**src/include/vmem_cache_defs.svh**
```systemverilog
// address split, array depths and memory credit count for the cache
`ifndef VMEM_CACHE_DEFS_SVH
`define VMEM_CACHE_DEFS_SVH

// ----------------------------------------------------------------------
// address split
// ----------------------------------------------------------------------
// cache line index
`define VC_IDX_LSB 2
`define VC_IDX_MSB 9
// tlb entry index
`define VC_TLB_LSB 10
`define VC_TLB_MSB 17
// virtual page tag, address bits 31 to 18
`define VC_VTAG_W 14
// cache tag, physical address bits 31 to 10
`define VC_CTAG_W 22

// ----------------------------------------------------------------------
// array depths and flow control
// ----------------------------------------------------------------------
`define VC_LINES 256
`define VC_TLB_ENTRIES 256
`define VC_MEM_CREDITS 4

`endif

```
**src/design/vmem_cache_pkg.sv**
```systemverilog
// request, response, memory channel and tlb entry types for the cache
package vmem_cache_pkg;

  // one tlb entry, low 14 bits of each tag are used
  typedef struct packed {
    logic [15:0] ptag;
    logic [15:0] vtag;
  } tlb_entry_t;

  // cpu write word, store data or a tlb entry
  typedef union packed {
    logic [31:0] word;
    tlb_entry_t  tlb;
  } cpu_wdata_u;

  typedef struct packed {
    logic        valid;
    logic [31:0] addr;
    logic        we;
    logic        tlb_we;
    logic        inhibit;
    cpu_wdata_u  wdata;
  } cpu_req_t;

  typedef struct packed {
    logic        valid;
    logic        fault;
    logic [31:0] data;
  } cpu_rsp_t;

  // translated request into the cache arrays
  typedef struct packed {
    logic        valid;
    logic [31:0] paddr;
    logic        we;
    logic        inhibit;
    logic [31:0] data;
    logic        fault;
    logic        tlb_wr;
  } lookup_t;

  // word addressed memory channel
  typedef struct packed {
    logic        valid;
    logic        we;
    logic [29:0] addr;
    logic [31:0] data;
  } mem_req_t;

  typedef struct packed {
    logic        valid;
    logic [31:0] data;
  } mem_rsp_t;

endpackage

```
**src/design/cpu_port.sv**
```systemverilog
// cpu request acceptance, request register and ready handling
`timescale 1ns/1ps

module cpu_port
(
  input  logic                    CPU_CLK,
  input  logic                    RST,
  input  vmem_cache_pkg::cpu_req_t cpu_req,
  input  logic                    vmem_act,
  output logic                    cpu_ready,
  input  logic                    done,
  output vmem_cache_pkg::cpu_req_t lookup_req,
  output logic                    vmem
);

  import vmem_cache_pkg::*;

  cpu_req_t req_q;
  logic     req_v;
  logic     busy;
  logic     vmem_q;
  logic     accept;

  // one request in flight, ready drops on acceptance
  assign cpu_ready = ~busy;
  assign accept    = cpu_req.valid & cpu_ready;

  always_ff @(posedge CPU_CLK)
  begin
    if (!RST)
    begin
      busy  <= 1'b0;
      req_v <= 1'b0;
    end
    else
    begin
      req_v <= accept;
      if (accept)
        busy <= 1'b1;
      else if (done)
        busy <= 1'b0;
    end
  end

  // payload and the vmem level, sampled once per request
  always_ff @(posedge CPU_CLK)
  begin
    if (accept)
    begin
      req_q  <= cpu_req;
      vmem_q <= vmem_act;
    end
  end

  // valid is a single cycle pulse into the tlb stage
  always_comb
  begin
    lookup_req       = req_q;
    lookup_req.valid = req_v;
  end

  assign vmem = vmem_q;

endmodule

```
**config.mk**
```make
export PLATFORM = sky130hd
export DESIGN_NAME = cpu_port
export DESIGN_NICKNAME = d
export VERILOG_FILES = /design/src/include/vmem_cache_defs.svh /design/src/design/vmem_cache_pkg.sv /design/src/design/cpu_port.sv
export SDC_FILE = /design/constraint.sdc
export NUM_CORES = 1
export LEC_CHECK = 0
export BUFFER_PORTS_ARGS = -buffer_cell sky130_fd_sc_hd__buf_2
export CAP_MARGIN = 5
export CORE_MARGIN = 2
export CORE_UTILIZATION = 35
export DETAILED_ROUTE_END_ITERATION = 10
export PLACE_DENSITY = 0.69
export SLEW_MARGIN = 20
export SYNTH_ARGS = -nofsm -noshare
export SYNTH_HDL_FRONTEND = slang
export SYNTH_SLANG_ARGS = --single-unit
```
**constraint.sdc**
```tcl
create_clock -name CPU_CLK -period 4.1 [get_ports CPU_CLK]
set_clock_uncertainty 0.15 [all_clocks]
set_input_delay 0.82 -clock CPU_CLK [delete_from_list [all_inputs] [get_ports CPU_CLK]]
set_output_delay 0.82 -clock CPU_CLK [all_outputs]
set_load 0.01 [all_outputs]
```
==> impl_metrics.yaml <==
clocking:
  cts_hold_buf: 0
  cts.sinks: 70
  cts_tree: "yes"
  clkLatencyLatePin_ps: 320
  path_clk_slew_ps: 70
  clock-root-buffer: "clkbuf_8"
  clk_path_buf_depth: 2
  cts_buffers: 9
  cts_resized: 0
  post_cts_buffers: 0
  h-tree-depth: 3
route:
  postRouteAntennaNets: 0
  drtPass1Iterations: 4
  wl_per_cell_um: 13.8
  viasPerCell: 4.09
  drc: 0
  drt_iter0_markers: 79
  routed_wl_mm: 4.24
  vias: 1259
run:
  drv_cap: 0
global_routing:
  antenna_found_initial: 0
  grt_overflow_total: 0
  grt_pass1_wl_mm: 5.98
  grt_pass1_vias: 1275
  grt_max_degree: 29
  track_usage_pct: 13.0
floorplan:
  io_pins: 142
  core_mm2: 0.00589
  num_rows: 28
  die_h_um: 81.9
  die_w_um: 81.9
  start_util_pct: 36.1
  dieArea_mm2: 0.00670
layout:
  seq_area_mm2: 0.00208
  mostFrequentLayoutCell: "buf_2"
  final_cell_mix: "141 x buf_2, 68 x edfxtp_1, 9 x clkbuf_8"
  nets: 301
  antenna_cells: 0
  drive_gt1_share_pct: 67.8
  multi_input_area_um2: 33.8
  syn2layout_area_growth_pct: 46.0
  fillers: 524
setup_path:
  slowest_stage: "nor2b_4"
  cp_num_buf_inv: 2
  reg2reg_slack_ps: 2370
  cp-end-kind: "register"
  r2r_end: "lookup_req[60]$_DFFE_PP_"
  arrival_ps: 1820
  worstSetupPathType: "in -> reg"
  path_max_fanout: 28
  start_kind: "input pin"
  path_delay_family: "buffers and inverters"
  r2r_start: "busy$_SDFFE_PN0P_"
  critPathMaxStageDelay_ps: 470
  crit_chain: "buf_2 > nor2b_4 > buf_4"
  r2r_cells: 2
  worstPathRequired_ps: 3950
synth:
  ys_top_cells_by_area: "edfxtp_1 96%, dfxtp_1 1.9%, o211a_1 0.47%"
  synth_top_area_cell: "edfxtp_1"
  ys_types: 8
  ys_ff_latch: 70
  synth_top_area_share_pct: 96.2
  yosysSeqAreaShare_pct: 98.1
  yosys_warnings: 0
  syn_inst: 76
  synth.net_count: 148
  syn-cell-area_mm2: 0.00212
  syn_avg_cell_area_um2: 27.9
hold_path:
  hold-path-cell-count: 2
  hold_end: "busy$_SDFFE_PN0P_"
  hp-start: "busy$_SDFFE_PN0P_"
  hold_path_class: "reg -> reg"
power_and_ir_drop:
  ir_drop_mv: 0.314
  p_leak_nw: 1.33
  powerDensity_mw_per_mm2: 458
timing:
  fin_crit_ps: 1980
  slew_headroom_pct: 64.9
  tightest_slew_ps: 526
  rsz0062_at_grt: "false"
  final_max_slew_viol_count: 0
  setup-tns-final_ps: 0
  fmax_ghz: 0.506
  fin_crit_sh_pct: 48.2
  hold_viol: 0
  whs_ps: 421
  finalSetupViolCount: 0
place:
  hpwl_mm: 3.19
  globalplace.congestion: 0.681
  io_buffers: 141
outcome:
  status: "completed"
==> worst max-delay path by stage <==
stage                                          end  cells after the start  slack [ps]        start
final                     lookup_req[60]$_DFFE_PP_                      3        2120  cpu_req[67]
after global routing      lookup_req[11]$_DFFE_PP_                      3        2030  cpu_req[67]
after CTS                 lookup_req[60]$_DFFE_PP_                      3        2110  cpu_req[67]
after detailed placement  lookup_req[60]$_DFFE_PP_                      3        1750  cpu_req[67]
after global placement    lookup_req[60]$_DFFE_PP_                      3        1780  cpu_req[67]
after floorplan            lookup_req[0]$_DFFE_PP_                      1         900  cpu_req[67]
==> tightest hold or removal path: cells and delay by family (launching register included) <==
kind,cells,cell delay (ps)
flops,1,350
compound gates,1,120
simple gates,1,70
==> report_power, final <==
part           total, mW  switching [mW]  internal [mW]
clock network      0.455           0.242          0.213
registers          0.846         0.00978          0.836
logic              0.117          0.0644         0.0530
==> cells in the mapped netlist, drive strengths merged <==
master  instances
nor2b           1
nand2           1
buf             1
edfxtp         68
and2            1
inv             1
dfxtp           2
o211a           1
==> metal layers <==
metal | vias up | track usage, % | part of all wire, %
li1 | 606 | - | -
met1 | 567 | 13.1 | 35
met2 | 79 | 20.7 | 52
met3 | 7 | 7.03 | 11
met4 | 0 | 8.83 | 1.8
met5 | - | 0 | 0
==> per-stage QoR <==
stage	power [mW]	cell area, µm²	std cells	utilization [%]	setup slack (ps)
6_report	1.42	3100	308	52.6	2120
5_1_grt	1.48	3100	308	52.6	2030
3_5_place_dp	0.983	2930	293	49.9	1750
3_3_place_gp	0.978	2930	293	49.9	1780
4_1_cts	1.44	3100	308	52.6	2110
2_1_floorplan	0.905	2120	76	-	903
==> final cells by class <==
class                   count  share of cell area (%)
well taps                  75                    3.03
inverters                   1                   0.121
flip-flops and latches     70                    67.2
multi-input cells           4                    1.09
repair buffers            143                    23.3
clock buffers               9                    4.00
clock inverters             6                    1.29
==> kinds of logic (layout without fill, tap and decap cells) <==
group | Yosys count | count (layout) | share of synthesized area (%)
AO/OA/AOI/OAI | 1 | 1 | 0.472
buffers and inverters | 2 | 159 | 0.531
flip-flops | 70 | 70 | 98.1
AND/OR/NAND/NOR | 3 | 3 | 0.885
==> state kept, by name, summed over array words and instances (netlist names) <==
| register | cells |
|---|---|
| lookup_req | 67 |
| req_v | 1 |
| busy | 1 |
| vmem | 1 |
Power figures use the tool's default switching activity.
