### config.mk
export PLATFORM = sky130hd
export DESIGN_NAME = mem_request
export DESIGN_NICKNAME = d
export VERILOG_FILES = /design/src/design/vmem_cache_pkg.sv /design/src/design/mem_request.sv
export VERILOG_INCLUDE_DIRS = /design/src /design/src/include
export SDC_FILE = /design/constraint.sdc
export NUM_CORES = 1
export LEC_CHECK = 0
export BUFFER_PORTS_ARGS = -buffer_cell sky130_fd_sc_hd__buf_2
export CAP_MARGIN = 10
export CORE_MARGIN = 2
export CORE_UTILIZATION = 41
export CTS_CLUSTER_DIAMETER = 30
export DETAILED_ROUTE_END_ITERATION = 12
export PLACE_DENSITY = 0.95
export RECOVER_POWER = 25
export SKIP_LAST_GASP = 1
export SYNTH_ARGS = -nofsm -noshare
export SYNTH_HDL_FRONTEND = slang
export SYNTH_SLANG_ARGS = --single-unit
### constraint.sdc
create_clock -name CPU_CLK -period 6.6 [get_ports CPU_CLK]
set_input_delay 0.99 -clock CPU_CLK [delete_from_list [all_inputs] [get_ports CPU_CLK]]
set_output_delay 0.99 -clock CPU_CLK [all_outputs]
set_load 0.01 [all_outputs]
### src/include/vmem_cache_defs.svh
// address split, array depths and memory credit count for the cache
`ifndef VMEM_CACHE_DEFS_SVH
`define VMEM_CACHE_DEFS_SVH

// ----------------------------------------------------------------------
// address split
// ----------------------------------------------------------------------
// cache line index
`define VC_IDX_LSB 2
`define VC_IDX_MSB 9
// tlb entry index
`define VC_TLB_LSB 10
`define VC_TLB_MSB 17
// virtual page tag, address bits 31 to 18
`define VC_VTAG_W 14
// cache tag, physical address bits 31 to 10
`define VC_CTAG_W 22

// ----------------------------------------------------------------------
// array depths and flow control
// ----------------------------------------------------------------------
`define VC_LINES 256
`define VC_TLB_ENTRIES 256
`define VC_MEM_CREDITS 4

`endif

### src/design/vmem_cache_pkg.sv
// request, response, memory channel and tlb entry types for the cache
package vmem_cache_pkg;

  // one tlb entry, low 14 bits of each tag are used
  typedef struct packed {
    logic [15:0] ptag;
    logic [15:0] vtag;
  } tlb_entry_t;

  // cpu write word, store data or a tlb entry
  typedef union packed {
    logic [31:0] word;
    tlb_entry_t  tlb;
  } cpu_wdata_u;

  typedef struct packed {
    logic        valid;
    logic [31:0] addr;
    logic        we;
    logic        tlb_we;
    logic        inhibit;
    cpu_wdata_u  wdata;
  } cpu_req_t;

  typedef struct packed {
    logic        valid;
    logic        fault;
    logic [31:0] data;
  } cpu_rsp_t;

  // translated request into the cache arrays
  typedef struct packed {
    logic        valid;
    logic [31:0] paddr;
    logic        we;
    logic        inhibit;
    logic [31:0] data;
    logic        fault;
    logic        tlb_wr;
  } lookup_t;

  // word addressed memory channel
  typedef struct packed {
    logic        valid;
    logic        we;
    logic [29:0] addr;
    logic [31:0] data;
  } mem_req_t;

  typedef struct packed {
    logic        valid;
    logic [31:0] data;
  } mem_rsp_t;

endpackage

### src/design/mem_request.sv
// memory request holding register, credit counter and refill return
`timescale 1ns/1ps
`include "vmem_cache_defs.svh"

module mem_request
(
  input  logic                    CPU_CLK,
  input  logic                    RST,
  input  vmem_cache_pkg::mem_req_t miss_req,
  output logic                    miss_ready,
  output vmem_cache_pkg::mem_rsp_t refill,
  output vmem_cache_pkg::mem_req_t mem_req,
  input  logic                    mem_credit,
  input  vmem_cache_pkg::mem_rsp_t mem_rsp
);

  import vmem_cache_pkg::*;

  localparam int CRED_W = $clog2(`VC_MEM_CREDITS + 1);

  mem_req_t          hold;
  logic              hold_v;
  logic [CRED_W-1:0] credits;
  logic              rd_pend;
  logic              send;

  // one entry, refilled only once it has gone out
  assign miss_ready = ~hold_v;
  // no credit, no send
  assign send       = hold_v & (credits != '0);

  always_ff @(posedge CPU_CLK)
  begin
    if (miss_req.valid && miss_ready)
      hold <= miss_req;
  end

  // ----------------------------------------------------------------------
  // holding register and outstanding read
  // ----------------------------------------------------------------------
  always_ff @(posedge CPU_CLK)
  begin
    if (!RST)
    begin
      hold_v  <= 1'b0;
      rd_pend <= 1'b0;
    end
    else
    begin
      if (miss_req.valid && miss_ready)
        hold_v <= 1'b1;
      else if (send)
        hold_v <= 1'b0;

      if (send && !hold.we)
        rd_pend <= 1'b1;
      else if (mem_rsp.valid)
        rd_pend <= 1'b0;
    end
  end

  // ----------------------------------------------------------------------
  // credit counter
  // ----------------------------------------------------------------------
  always_ff @(posedge CPU_CLK)
  begin
    if (!RST)
      credits <= CRED_W'(`VC_MEM_CREDITS);
    else
    begin
      case ({send, mem_credit})
        2'b10:   credits <= credits - 1'b1;
        2'b01:   credits <= credits + 1'b1;
        default: credits <= credits;
      endcase
    end
  end

  always_comb
  begin
    mem_req       = hold;
    mem_req.valid = send;
  end

  // stray read data is dropped
  always_comb
  begin
    refill.valid = mem_rsp.valid & rd_pend;
    refill.data  = mem_rsp.data;
  end

endmodule

==> reports/results.tsv, run 1 <==
stage	metric	value	unit
outcome	status	finished, final reports clean	
global_route	grt_start_max_net_pins	46	
power_and_ir_drop	leakage	0.00136	uW
synth	synth_commonest_cells	63 x edfxtp_1, 33 x buf_4, 5 x dfxtp_1, 4 x inv_1, 3 x and2_1	
cells_and_area	finalInstanceArea	3140	um2
worst_setup_path	cp_num_buf_inv	2	
worst_setup_path	path_class	primary input to output pin	
synth	synth_area_leader_cell	edfxtp_1	
global_route	grt_pass1_vias	1373	
worst_setup_path	r2r_slack	4.67	ns
worst_setup_path	cp.depth	3	
clock_tree	clkTransAtPathRegs	0.07	ns
timing	fmax	0.425	GHz
power_and_ir_drop	ir_drop	0.000138	V
clock_tree	cts_buffer_depth	2	
clock_tree	tritoncts	built	
clock_tree	root_buffer	clkbuf_8	
drt	via_per_inst	4.43	
timing	fin_skew	0.00775	ns
drt	drt_iter0_drc	83	
worst_setup_path	cp_top_family	buffers and inverters	
synth	synth_edf_count	63	
timing	tightest_slew	0.538	ns
place	routabilityCongestion	0.611	
worst_setup_path	start_kind	primary input	
worst_setup_path	arrival	1.36	ns
timing	period_share	35.6	%
floorplanning	io-pin-count	198	
synth	ys_warn_count	0	
cells_and_area	syn2layout_area_growth	30.8	%
synth	ys_ff_latch	68	
cells_and_area	final_nets	336	
timing	setup_violations	0	
cells_and_area	final_core_util	56.3	%
hold_path	hold_path_class	register to register	
floorplanning	die-area	6480	um2
clock_tree	clk_latency	0.33	ns
synth	syn_inst	122	
drt	vias	1382	
timing	slew_headroom	64.1	%
synth	postSynthAreaPerCell	19.7	um2
worst_setup_path	critPathRequiredTime	5.61	ns
clock_tree	hold_buffers	0	
floorplanning	initial_core_util	43.0	%
synth	syn-num-nets	224	
timing	hold_violations	0	
floorplanning	die_w	80.5	um
global_route	grt_antenna_before_repair	2	
clock_tree	cts.sinks	68	
worst_setup_path	crit_start	mem_rsp[32]	
place	io_buffer_count	133	
place	dpl_cell_area	2920	um2
global_route	overflow	0	
synth	netlist_area	2400	um2
worst_setup_path	crit_end	refill[32]	
worst_setup_path	ff2ff_path_depth	7	
job	maxCapViolations	0	
clock_tree	cts_buffers	9	
timing	fin_crit	2.35	ns
timing	setup_tns	0	ns
drt	wl_per_cell	15.8	um
clock_tree	htree_levels	3	
floorplanning	die_h	80.5	um
clock_tree	cts_resized	0	
synth	synth_area_leaders	edfxtp_1 79%, buf_4 10%, dfxtp_1 4.2%	
global_route	grt_util_all_layers	15.0	%
synth	synth.most_common_cell	edfxtp_1	
global_route	grt_pass1_wl	6790	um
worst_setup_path	critPathCaptureType	output pin	
worst_setup_path	crit_chain	buf_2, and2_1, buf_2	
synth	synthArstFlopShare	0	%
worst_setup_path	crit_fanout	2	
floorplanning	core	5570	um2
power_and_ir_drop	cellPowerDensity	317	nW/um2
synth	synth_top_area_share	78.9	%
clock_tree	post_cts_buffers	0	
synth	ys.flop_type	edfxtp_1	
worst_setup_path	r2r-end	credits[2]	
worst_setup_path	slowest_delay	0.14	ns
synth	seq_area_frac_synth	83.0	%
timing	slew_viol_final	0	
floorplanning	num_rows	27	
drt	finalWirelength	4930	um
synth	synth_cell_types	17	
drt	antenna_left	0	
worst_setup_path	crit_top_cell	buf_2	
worst_setup_path	slowest_stage	and2_1	
timing	grt_setup_unrepaired	false	
worst_setup_path	reg2reg_from	credits[0]	
drt	first_pass_iters	4	
drt	drc	0	
cells_and_area	drive_gt1_share	62.8	%
## tightest hold or removal path, stage by stage (launching register included)
cell     delay (ns)
dfxtp_1        0.34
o21ai_0        0.08
nand3_1        0.07
## logic make-up after synthesis
| family | synth area share [%] |
|---|---|
| adder cells (fa/ha/maj) | 1.36 |
| XOR/XNOR | 0.730 |
| AND/OR/NAND/NOR | 1.93 |
| AO/OA/AOI/OAI | 1.57 |
| multiplexers | 0.417 |
| flip-flops | 83.0 |
| buffers and inverters | 11.0 |
## metrics by stage
| step | instances | setup slack [ns] | total power (uW) | hold WS (ns) |
|---|---|---|---|---|
| 5_1_grt | 311 | 4.23 | 1040 | 0.575 |
| 4_1_cts | 311 | 4.25 | 1010 | 0.543 |
| 6_report | 312 | 4.25 | 994 | 0.540 |
| 3_3_place_gp | 295 | 4.09 | 634 | 0.519 |
| 2_1_floorplan | 122 | 2.35 | 607 | 0.509 |
| 3_5_place_dp | 295 | 4.02 | 643 | 0.533 |
## final cells by class
class | instances | area, um2
antenna | 1 | 2.50
clock buffer | 9 | 124
clock inverter | 7 | 90.1
fill | 457 | 2440
inverter | 4 | 15.0
multi-input combinational | 17 | 151
sequential | 68 | 1990
tap | 72 | 90.1
timing repair buffer | 134 | 673
## where the power goes
| group | internal, uW | switching (uW) |
|---|---|---|
| combinational | 47.1 | 55.3 |
| clock | 211 | 152 |
| sequential | 512 | 16.8 |
| total | 770 | 224 |
## worst min-delay path by stage
stage | depth (start not counted) | from | end
3_5_place_dp | 2 | credits[2] | credits[2]
5_1_grt | 2 | credits[2] | credits[2]
6_report | 2 | credits[2] | credits[2]
3_3_place_gp | 2 | credits[2] | credits[2]
2_1_floorplan | 2 | credits[2] | credits[2]
4_1_cts | 2 | credits[2] | credits[2]
## layer usage
layer	share of wire [%]	track usage, %	up-vias	wire, um
met5	0.24	0	-	12
met1	35	15.7	626	1730
met2	50	24.7	98	2480
met4	2.1	8.64	2	103
li1	-	-	634	-
met3	12	6.97	22	612
## registers in the layout, summed over array words and instances, names as in the netlist
signal and flops:
credits 3, mem_req 63, hold_v 1, rd_pend 1
## cells in the final DEF, fill, tap and decap left out, drive strengths merged
cell type  instances
and2               3
buf              134
bufinv             2
clkbuf             9
clkinv             4
dfxtp              5
diode              1
edfxtp            63
fa                 1
ha                 1
inv                5
mux2i              1
nand3              1
nor2               1
nor2b              2
o21ai              2
o22ai              1
o31ai              1
or3                1
xnor2              1
xor2               1
(Power assumes the default switching activity.)
==> run 2, diff against run 1 <==
- CORE_UTILIZATION: 41 -> 38
- PLACE_DENSITY: 0.95 -> 0.9
- clock period: 6.6 -> 2.4 ns (I/O delays scaled with it)
==> run 2 against run 1 <==
Effect of this change:
- worst hold slack lost 0.35 ns
- sequential power grew to 2.7 times the previous value
- first-iteration DRC count down 19%
- highest routed layer is now met4
- worst setup slack worse by 3.8 ns
==> reports/results.tsv, run 2 (same netlist as run 1, synthesis figures left out) <==
stage	metric	value	unit	change
outcome	status	finished, final reports clean		unchanged
worst_setup_path	ff2ff_path_depth	7		unchanged
cells_and_area	fill_cells	531		was 457
clock_tree	hold_buffers	0		unchanged
job	maxCapViolations	0		unchanged
hold_path	min_from	miss_req[16]		was credits[2]
place	dp_hpwl	3670	um	
cells_and_area	seq_area	1990	um2	unchanged
floorplanning	initial_core_util	39.8	%	was 43.0%
power_and_ir_drop	power	2640	uW	was 994 uW
cells_and_area	syn2layout_area_growth	30.5	%	was 30.8%
floorplanning	io-pin-count	198		unchanged
timing	fin_skew	0.0143	ns	was 0.00775 ns
floorplanning	die_h	83.4	um	was 80.5 um
drt	antenna_left	0		unchanged
clock_tree	cts_buffers	9		unchanged
drt	finalWirelength	4660	um	was 4930 um
worst_setup_path	reg2reg_from	credits[0]		unchanged
timing	fin_crit	1.94	ns	
worst_setup_path	start_kind	register		was primary input
power_and_ir_drop	leakage	0.00136	uW	about the same
worst_setup_path	crit_fanout	3		was 2
cells_and_area	antenna_cells	0		was 1
timing	grt_setup_unrepaired	false		unchanged
global_route	grt_antenna_before_repair	0		was 2
worst_setup_path	critPathRequiredTime	2.67	ns	was 5.61 ns
place	routabilityCongestion	0.698		was 0.611
worst_setup_path	path_class	register to register		was primary input to output pin
place	io_buffer_count	133		unchanged
clock_tree	cts_resized	0		unchanged
power_and_ir_drop	ir_drop	0.000427	V	was 0.000138 V
drt	first_pass_iters	4		unchanged
power_and_ir_drop	cellPowerDensity	843	nW/um2	was 317 nW/um2
worst_setup_path	crit_end	credits[2]		was refill[32]
drt	drt_iter0_drc	67		was 83
cells_and_area	final_common_cell	buf_2		unchanged
global_route	grt_pass1_wl	7040	um	was 6790 um
drt	wl_per_cell	14.8	um	was 15.8 um
global_route	overflow	0		unchanged
floorplanning	die-area	6960	um2	was 6480 um2
cells_and_area	final_cell_mix	133 x buf_2, 63 x edfxtp_1, 9 x clkbuf_8		unchanged
clock_tree	cts_buffer_depth	2		unchanged
clock_tree	tritoncts	built		unchanged
timing	slew_viol_final	0		unchanged
clock_tree	root_buffer	clkbuf_8		unchanged
worst_setup_path	arrival	2.20	ns	was 1.36 ns
global_route	grt_util_all_layers	13.6	%	was 15.0%
cells_and_area	final_nets	337		was 336
cells_and_area	multi_input_area	151	um2	unchanged
worst_setup_path	crit_start	credits[0]		was mem_rsp[32]
global_route	grt_start_max_net_pins	33		was 46
timing	setup_tns	0	ns	unchanged
cells_and_area	drive_gt1_share	63.3	%	was 62.8%
worst_setup_path	r2r_slack	0.46	ns	was 4.67 ns
global_route	grt_pass1_vias	1369		was 1373
drt	vias	1370		was 1382
timing	setup_violations	0		unchanged
floorplanning	die_w	83.4	um	was 80.5 um
worst_setup_path	critPathCaptureType	register		was output pin
floorplanning	core	6030	um2	was 5570 um2
timing	slew_headroom	74.8	%	was 64.1%
clock_tree	clkTransAtPathRegs	0.08	ns	was 0.07 ns
timing	period_share	80.7	%	
cells_and_area	largest_reg_flops	63		unchanged
worst_setup_path	r2r-end	credits[2]		unchanged
hold_path	hold_path_class	primary input to register		was register to register
clock_tree	post_cts_buffers	0		unchanged
timing	fmax	0.516	GHz	
drt	drc	0		unchanged
clock_tree	clk_latency	0.34	ns	was 0.33 ns
floorplanning	num_rows	28		was 27
clock_tree	htree_levels	3		unchanged
drt	via_per_inst	4.35		was 4.43
timing	hold_violations	0		unchanged
timing	tightest_slew	0.379	ns	was 0.538 ns
clock_tree	cts.sinks	68		unchanged
[run 2: how the worst min path moves through the flow]
stage	end	slack (ns)	cells after the start
after floorplan	credits[2]	0.43	1
after global placement	credits[2]	0.52	2
after detailed placement	mem_req[5]	0.54	1
after CTS	mem_req[5]	0.17	1
after global routing	mem_req[21]	0.16	1
final	mem_req[16]	0.19	1
[run 2: cell type report]
type | instances | area share (%)
Clock buffer | 9 | 3.96
Sequential cell | 68 | 63.6
Timing Repair Buffer | 135 | 21.7
Clock inverter | 7 | 2.36
Tap cell | 75 | 3.00
Multi-Input combinational cell | 17 | 4.84
Inverter | 4 | 0.480
[run 2: layer usage]
metal	vias to the layer above	track usage [%]	share of wire, %
met4	0	9.24	1.7
met1	630	13.9	34
met3	8	5.27	11
met2	96	23.0	53
met5	-	0	0
li1	636	-	-
[run 2: power breakdown]
group,internal [uW],switching (uW)
logic,130,151
registers,1410,44.2
clock network,485,422
[run 2: critical path, cell delays in order (launching register included)]
cell     delay [ns]
dfxtp_1        0.37
o31ai_4        0.28
ha_1           0.25
inv_1          0.07
fa_1           0.37
xor2_1         0.16
or3_1          0.31
nand3_1        0.08
[run 2: stage by stage]
step | utilization, % | hold WS, ns | worst slack (ns) | cells | area, um2
2_1_floorplan | - | 0.432 | 0.609 | 122 | 2410
3_3_place_gp | 48.7 | 0.524 | 0.563 | 299 | 2930
3_5_place_dp | 48.7 | 0.538 | 0.458 | 299 | 2930
4_1_cts | 52.0 | 0.169 | 0.416 | 315 | 3130
5_1_grt | 52.0 | 0.164 | 0.322 | 315 | 3130
6_report | 52.0 | 0.193 | 0.464 | 315 | 3130
